[src/rtl/lens_pkg.sv]
package lens_pkg;

    // Image size in pixels
    localparam int PIXEL_COLUMN = 640;
    localparam int PIXEL_ROW    = 480;

    // Signed pixel offsets from the image centre
    localparam int COL_W = $clog2(PIXEL_COLUMN);
    localparam int ROW_W = $clog2(PIXEL_ROW);

    // Tap coordinate wraps to 9 bits signed
    localparam int TAP_W = 9;

    // Square of a 9-bit signed value peaks at 256*256, so 17 bits
    localparam int SQ_W = 17;

    // Radius squared, sized to hold every threshold entry
    localparam int R2_W = 19;

    // Output step width
    localparam int DELTA_W = 8;

    // 4x4 tap grid around the pixel
    localparam int N_TAPS      = 16;
    localparam int N_AXIS_TAPS = 4;

    // Threshold table depth and the width of a count over it (0..32)
    localparam int N_THRESH = 32;
    localparam int CNT_W    = $clog2(N_THRESH + 1);

    typedef logic signed [TAP_W-1:0] tap_coord_t;
    typedef logic [SQ_W-1:0]         sq_t;
    typedef logic [R2_W-1:0]         r2_t;
    typedef logic [DELTA_W-1:0]      delta_t;

    // Axis offsets in tap order
    // x takes index n mod 4, y takes index n div 4
    localparam int TAP_OFFSET [N_AXIS_TAPS] = '{120, 40, -40, -120};

    // Step when r2 is at or below the first threshold
    localparam delta_t DELTA_BASE = 8'd147;

    // Ascending r2 limits, squares of radii 62 .. 550
    // Each entry strictly below r2 adds one to the step
    localparam r2_t R2_THRESHOLD [N_THRESH] = '{
        // r = 62, 112, 146, 173
        19'd3844,   19'd12544,  19'd21316,  19'd29929,
        // r = 197, 219, 239, 257
        19'd38809,  19'd47961,  19'd57121,  19'd66049,
        // r = 274, 290, 306, 321
        19'd75076,  19'd84100,  19'd93636,  19'd103041,
        // r = 335, 349, 362, 375
        19'd112225, 19'd121801, 19'd131044, 19'd140625,
        // r = 388, 400, 412, 424
        19'd150544, 19'd160000, 19'd169744, 19'd179776,
        // r = 436, 447, 458, 469
        19'd190096, 19'd199809, 19'd209764, 19'd219961,
        // r = 479, 490, 500, 510
        19'd229441, 19'd240100, 19'd250000, 19'd260100,
        // r = 520, 530, 540, 550
        19'd270400, 19'd280900, 19'd291600, 19'd302500
    };

endpackage

[src/rtl/axis_sq_if.sv]
interface axis_sq_if
    import lens_pkg::*;
();

    // Squared tap coordinates of one axis, in TAP_OFFSET order
    sq_t  sq [N_AXIS_TAPS];

    // High for one cycle per accepted pixel, no handshake
    logic sq_valid;

    // Squarer side
    modport src (
        output sq,
        output sq_valid
    );

    // Mapper side
    modport dst (
        input sq,
        input sq_valid
    );

endinterface

[src/rtl/axis_offset_squarer.sv]
module axis_offset_squarer
    import lens_pkg::*;
#(
    parameter int COORD_W = COL_W
) (
    input  logic                      i_clk,
    input  logic                      rst_n,
    input  logic                      pix_valid,
    input  logic signed [COORD_W-1:0] coord,
    axis_sq_if.src                    out
);

    // Wrapped tap coordinate per offset
    tap_coord_t                tap  [N_AXIS_TAPS];
    // Full signed product before narrowing
    logic signed [2*TAP_W-1:0] prod [N_AXIS_TAPS];
    // Square ready for the register
    sq_t                       sq_d [N_AXIS_TAPS];

    always_comb begin
        for (int i = 0; i < N_AXIS_TAPS; i++) begin
            // Offset add, then keep the low 9 bits as a signed value
            tap[i]  = tap_coord_t'(coord + TAP_OFFSET[i]);
            // Both operands signed, so the product is non-negative
            prod[i] = (2*TAP_W)'(tap[i]) * (2*TAP_W)'(tap[i]);
            // Largest square is 65536, fits in 17 bits
            sq_d[i] = sq_t'(prod[i]);
        end
    end

    // Square registers, loaded only for strobed pixels
    always_ff @(posedge i_clk) begin
        if (pix_valid) begin
            for (int i = 0; i < N_AXIS_TAPS; i++) begin
                out.sq[i] <= sq_d[i];
            end
        end
    end

    // Valid follows the strobe one cycle later
    always_ff @(posedge i_clk or negedge rst_n) begin
        if (!rst_n) begin
            out.sq_valid <= 1'b0;
        end else begin
            out.sq_valid <= pix_valid;
        end
    end

endmodule

[src/rtl/delta_generator.sv]
module delta_generator
    import lens_pkg::*;
(
    input  logic                    i_clk,
    input  logic                    rst_n,
    input  logic                    pix_valid,
    input  logic signed [COL_W-1:0] p_x,
    input  logic signed [ROW_W-1:0] p_y,
    output logic                    delta_valid,
    output delta_t                  delta [N_TAPS]
);

    // Column squares, taps n mod 4
    axis_sq_if sq_x ();
    // Row squares, taps n div 4
    axis_sq_if sq_y ();

    // Stage 1 for the x axis
    axis_offset_squarer #(
        .COORD_W (COL_W)
    ) u_sq_x (
        .i_clk     (i_clk),
        .rst_n     (rst_n),
        .pix_valid (pix_valid),
        .coord     (p_x),
        .out       (sq_x.src)
    );

    // Stage 1 for the y axis, same strobe as x
    axis_offset_squarer #(
        .COORD_W (ROW_W)
    ) u_sq_y (
        .i_clk     (i_clk),
        .rst_n     (rst_n),
        .pix_valid (pix_valid),
        .coord     (p_y),
        .out       (sq_y.src)
    );

    // Stage 2, r2 per tap and threshold lookup
    radius_delta_mapper u_map (
        .i_clk       (i_clk),
        .rst_n       (rst_n),
        .sq_x        (sq_x.dst),
        .sq_y        (sq_y.dst),
        .delta_valid (delta_valid),
        .delta       (delta)
    );

endmodule

[src/rtl/radius_delta_mapper.sv]
module radius_delta_mapper
    import lens_pkg::*;
(
    input  logic    i_clk,
    input  logic    rst_n,
    axis_sq_if.dst  sq_x,
    axis_sq_if.dst  sq_y,
    output logic    delta_valid,
    output delta_t  delta [N_TAPS]
);

    // Radius squared per tap
    r2_t                 r2      [N_TAPS];
    // Bit j set when threshold j lies strictly below r2
    logic [N_THRESH-1:0] above   [N_TAPS];
    // Number of thresholds passed
    logic [CNT_W-1:0]    n_above [N_TAPS];
    // Step before the output register
    delta_t              delta_d [N_TAPS];

    // Counts set bits of the compare vector
    // The table is ascending, so this is also the thermometer level
    function automatic logic [CNT_W-1:0] count_ones(
        input logic [N_THRESH-1:0] therm
    );
        logic [CNT_W-1:0] cnt;
        cnt = '0;
        for (int j = 0; j < N_THRESH; j++) begin
            cnt = cnt + CNT_W'(therm[j]);
        end
        return cnt;
    endfunction

    genvar n;
    generate
        for (n = 0; n < N_TAPS; n++) begin : g_tap
            // x from the column index, y from the row index
            localparam int XI = n % N_AXIS_TAPS;
            localparam int YI = n / N_AXIS_TAPS;

            always_comb begin
                // Squares are unsigned, widen before the add
                r2[n] = r2_t'(sq_x.sq[XI]) + r2_t'(sq_y.sq[YI]);

                // Strict compare, r2 equal to a limit stays in the lower step
                for (int j = 0; j < N_THRESH; j++) begin
                    above[n][j] = (r2[n] > R2_THRESHOLD[j]);
                end

                n_above[n] = count_ones(above[n]);

                // Range 147 .. 179
                delta_d[n] = DELTA_BASE + delta_t'(n_above[n]);
            end
        end
    endgenerate

    // Step registers, updated only with valid squares
    // Both axes are strobed together, x valid stands for the pair
    always_ff @(posedge i_clk) begin
        if (sq_x.sq_valid) begin
            for (int t = 0; t < N_TAPS; t++) begin
                delta[t] <= delta_d[t];
            end
        end
    end

    // Second pipeline stage of the valid flag
    always_ff @(posedge i_clk or negedge rst_n) begin
        if (!rst_n) begin
            delta_valid <= 1'b0;
        end else begin
            delta_valid <= sq_x.sq_valid;
        end
    end

endmodule

[config.mk]
export PLATFORM = sky130hd
export DESIGN_NAME = delta_generator
export DESIGN_NICKNAME = d
export VERILOG_FILES = /design/src/rtl/lens_pkg.sv /design/src/rtl/axis_sq_if.sv /design/src/rtl/axis_offset_squarer.sv /design/src/rtl/delta_generator.sv /design/src/rtl/radius_delta_mapper.sv
export SDC_FILE = /design/constraint.sdc
export NUM_CORES = 2
export LEC_CHECK = 0
export BUFFER_PORTS_ARGS = -buffer_cell sky130_fd_sc_hd__buf_4
export CORE_MARGIN = 2
export CORE_UTILIZATION = 45
export DETAILED_ROUTE_END_ITERATION = 16
export HOLD_SLACK_MARGIN = 0.05
export SLEW_MARGIN = 5
export SYNTH_ARGS = -nofsm -noshare
export SYNTH_HDL_FRONTEND = slang
export SYNTH_HIERARCHICAL = 1
export SYNTH_SLANG_ARGS = --single-unit
[constraint.sdc]
create_clock -name i_clk -period 12 [get_ports i_clk]
set_clock_uncertainty 0.05 [all_clocks]
set_input_delay 0.6 -clock i_clk [delete_from_list [all_inputs] [get_ports i_clk]]
set_output_delay 0.6 -clock i_clk [all_outputs]
set_load 0.005 [all_outputs]
## After elaboration in Yosys (flattened, before gate mapping)

Index checks and enable logic that the tools add are counted.
W data, S select, Z words.

| storage, ports and cells | value |
|---|---|
| register bits | 266 |
| input port bits | 22 |
| output and inout port bits | 129 |
| logic and storage cells | 1082 |

| operators by class | value |
|---|---|
| add/sub/neg operators | 536 |
| multipliers | 8 |
| magnitude comparators | 512 |

Operator list:

| cell | count |
|---|---|
| $gt A19 B18 Y1 const B | 208 |
| $add A6 B1 Y6 | 480 |
| $gt A19 B17 Y1 const B | 128 |
| $gt A19 B19 Y1 const B | 64 |
| $gt A19 B16 Y1 const B | 48 |
| $gt A19 B15 Y1 const B | 32 |
| $gt A19 B12 Y1 const B | 16 |
| $gt A19 B14 Y1 const B | 16 |
| $add A17 B17 Y18 | 16 |
| $mul A9 B9 Y17 | 8 |
| $add A8 B6 Y8 const A | 16 |
| $add A9 B7 Y9 const B | 4 |
| $add A9 B8 Y9 const B | 4 |
| $add A1 B1 Y2 | 16 |

## Depth between registers and ports, before layout

| depth | value |
|---|---|
| depth in word-level cells | 34 |
| mapped depth | 31 |
| mapped depth without buffers | 29 |

## Hierarchy

The synthesis kept the hierarchy.

By module, submodules not included:

| module | times used | cells each | area each (sq um) | seq. area each (sq um) |
|---|---|---|---|---|
| radius_delta_mapper | 1 | 7040 | 50537.2 | 2907.8 |
| axis_offset_squarer | 2 | 1173 | 11639.9 | 1616.6 |

## Worst setup path before layout

Ideal clock, no wire load.

| timing | value |
|---|---|
| path type | reg2reg |
| start point | register u_sq_x.out.sq[53] |
| end point | register u_map/delta[124] (netlist bit), data pin |
| arrival time | 7832 ps |
| data required time | 11692 ps |
| slack | 3860 ps |
| cell stages (with the launch flop) | 27 |
| period minus slack after synthesis | 8140 ps |
| cells stage by stage | edfxtp_1 > buf_4 > ha_1 > o21a_1 > a2111oi_4 > o21ai_2 > xor2_1 > nand2_1 > or3_1 > buf_2 > or3_4 > or4_1 > o211ai_1 > fa_1 > fa_1 > fa_1 > fa_1 > fa_1 > inv_1 > fa_1 > inv_1 > fa_1 > inv_1 > fa_1 > a21o_1 > a21oi_1 > xnor2_1 |

RTL lines:

| what | RTL line | text |
|---|---|---|
| start, declared | axis_sq_if.sv:13 | `output sq,` |
| start signal, assigned by index | axis_offset_squarer.sv:35 | `out.sq[i] <= sq_d[i];` |
| end signal, assigned by index | radius_delta_mapper.sv:63 | `delta[t] <= delta_d[t];` |
| end, declared | radius_delta_mapper.sv:9 | `output delta_t delta [N_TAPS]` |

==> impl_metrics.csv <==
group,metric,value,unit
layout,final_common_cell,"inv_1",
logic_synthesis,synth_cells,9385,
sta,whs,0.165,ns
routing,drc,0,
routing,via_count,73700,
logic_synthesis,yosysWarnings,6,
sta,setup_viol,0,
status,status,"finished clean",
clock_network,cts_tree,"done",
grt,grt_pass1_vias,72000,
layout,stdcell_count,11600,
place,portBuffers,117,
layout,final_cell_mix,"inv_1, fa_1, nand2_1",
grt,grt_overflow_total,0,
worst_setup_path,critical_path_class,"register to register",
grt,antenna_found_initial,13,
floorplan,rows,148,
clock_network,cts_resized,0,
sta,drv_slew,0,
floorplan,initial_core_util,0.453,
sta,fmax,104,MHz
clock_network,clock_latency,0.71,ns
worst_setup_path,startpoint_type,"register",
routing,first_pass_iters,9,
routing,drt-total-wl,281,mm
worst_setup_path,cpMostUsedCell,"fa_1",
floorplan,core,0.163,sq mm
grt,grt_pass1_wl,429,mm
sta,max_slew_margin,0.166,
sta,worstMarginPinSlew,1.24,ns
sta,fin_setup_tns,0,ns
place,dpl.cell_count,11500,
floorplan,ios,151,
place,hpwl,222,mm
worst_setup_path,critPathTopFamily,"adder cells",
grt,grt_max_degree,59,
layout,area_delta_synth_final,5.99,%
sta,fin_crit_sh,0.802,
floorplan,die_w,409,um
sta,rsz0062_at_grt,"no",
worst_setup_path,max_stage_delay,0.85,ns
clock_network,clockRootBuffer,"clkbuf_16",
clock_network,cts_buffers,31,
logic_synthesis,post_synth.cell_area_avg,7.86,sq um
worst_setup_path,end_kind,"register",
floorplan,die_h,409,um
worst_setup_path,path_buf_inv,3,
routing,ant_nets,0,
flow_run,cap_violations,0,
sta,finalHoldViolations,0,
logic_synthesis,synth_area,0.0738,sq mm
clock_network,htreeDepth,1,
worst_setup_path,cp_data_arrival_time,10.03,ns
layout,fin_nets,10900,
worst_setup_path,critPathRequiredTime,12.41,ns
clock_network,cts_max_path_buffers,3,
floorplan,dieArea,0.167,sq mm
clock_network,clkTransAtPathRegs,0.06,ns
worst_setup_path,critPathSlowestCell,"edfxtp_1",
clock_network,clkSinkCount,204,
routing,vias_per_cell,6.37,
routing,drt_iter0_markers,8289,
worst_hold_path,worstHoldPathType,"primary input to asynchronous set/reset pin",
routing,wire_per_inst,24.3,um
worst_setup_path,crit_fanout,10,
place,gp_congestion,1.06,
layout,layout-drive-gt1-share,0.0577,
sta,post-route-min-period,9.62,ns
grt,grt.total_usage,0.328,
[final timing paths]
check	start	end	slack [ns]	cells after the start
max	u_sq_y/out.sq[53]	u_map/delta[116]	2.38	25
min	rst_n	u_sq_x/out.sq_valid	0.16	2
max reg2reg	u_sq_y/out.sq[53]	u_map/delta[116]	2.38	25
min reg2reg	u_sq_x/out.sq_valid	u_map/delta_valid	0.71	0
max in group asynchronous	rst_n	u_sq_x/out.sq_valid	11.63	2
min in group i_clk	p_x[0]	u_sq_x/out.sq[51]	0.30	1
[registers in the layout, summed over array words and instances (netlist names)]
register	flops
u_map/delta	96
u_sq_x/out.sq	53
u_sq_y/out.sq	53
u_map/delta_valid	1
u_sq_x/out.sq_valid	1
[metal layers]
metal / track usage / routed length (um) / up-vias
met1: 0.441 / 118000 / 35800
met4: 0.135 / 13000 / 12
met3: 0.0743 / 28100 / 747
met5: 0 / 150 / -
met2: 0.505 / 122000 / 3849
li1: - / - / 33300
[final cells by class]
cell class                 count  area (sq um)
fill                       16200         84600
antenna                        5          12.5
sequential                   204          6120
inverter                    1192          4490
clock buffer                  32           779
clock inverter                24           230
tap                         2175          2720
multi-input combinational   7636         61600
timing repair buffer         296          2220
[repair_timing]
| action | in CTS | in global routing |
|---|---|---|
| setup buffers | 0 | 0 |
| hold endpoints to repair | 2 | 0 |
| hold buffers | 1 | 0 |
[through the flow]
step           setup WS, ns   util  area, sq um
3_5_place_dp           2.55  0.474        77200
6_report               2.38  0.480        78200
2_1_floorplan          3.86      -        73900
3_3_place_gp           2.50  0.474        77200
4_1_cts                2.54  0.480        78200
5_1_grt                1.98  0.480        78200
Power is left out: the tool's default activity adds up to more than one toggle a clock period on the data nets, which glitch-free logic cannot reach.
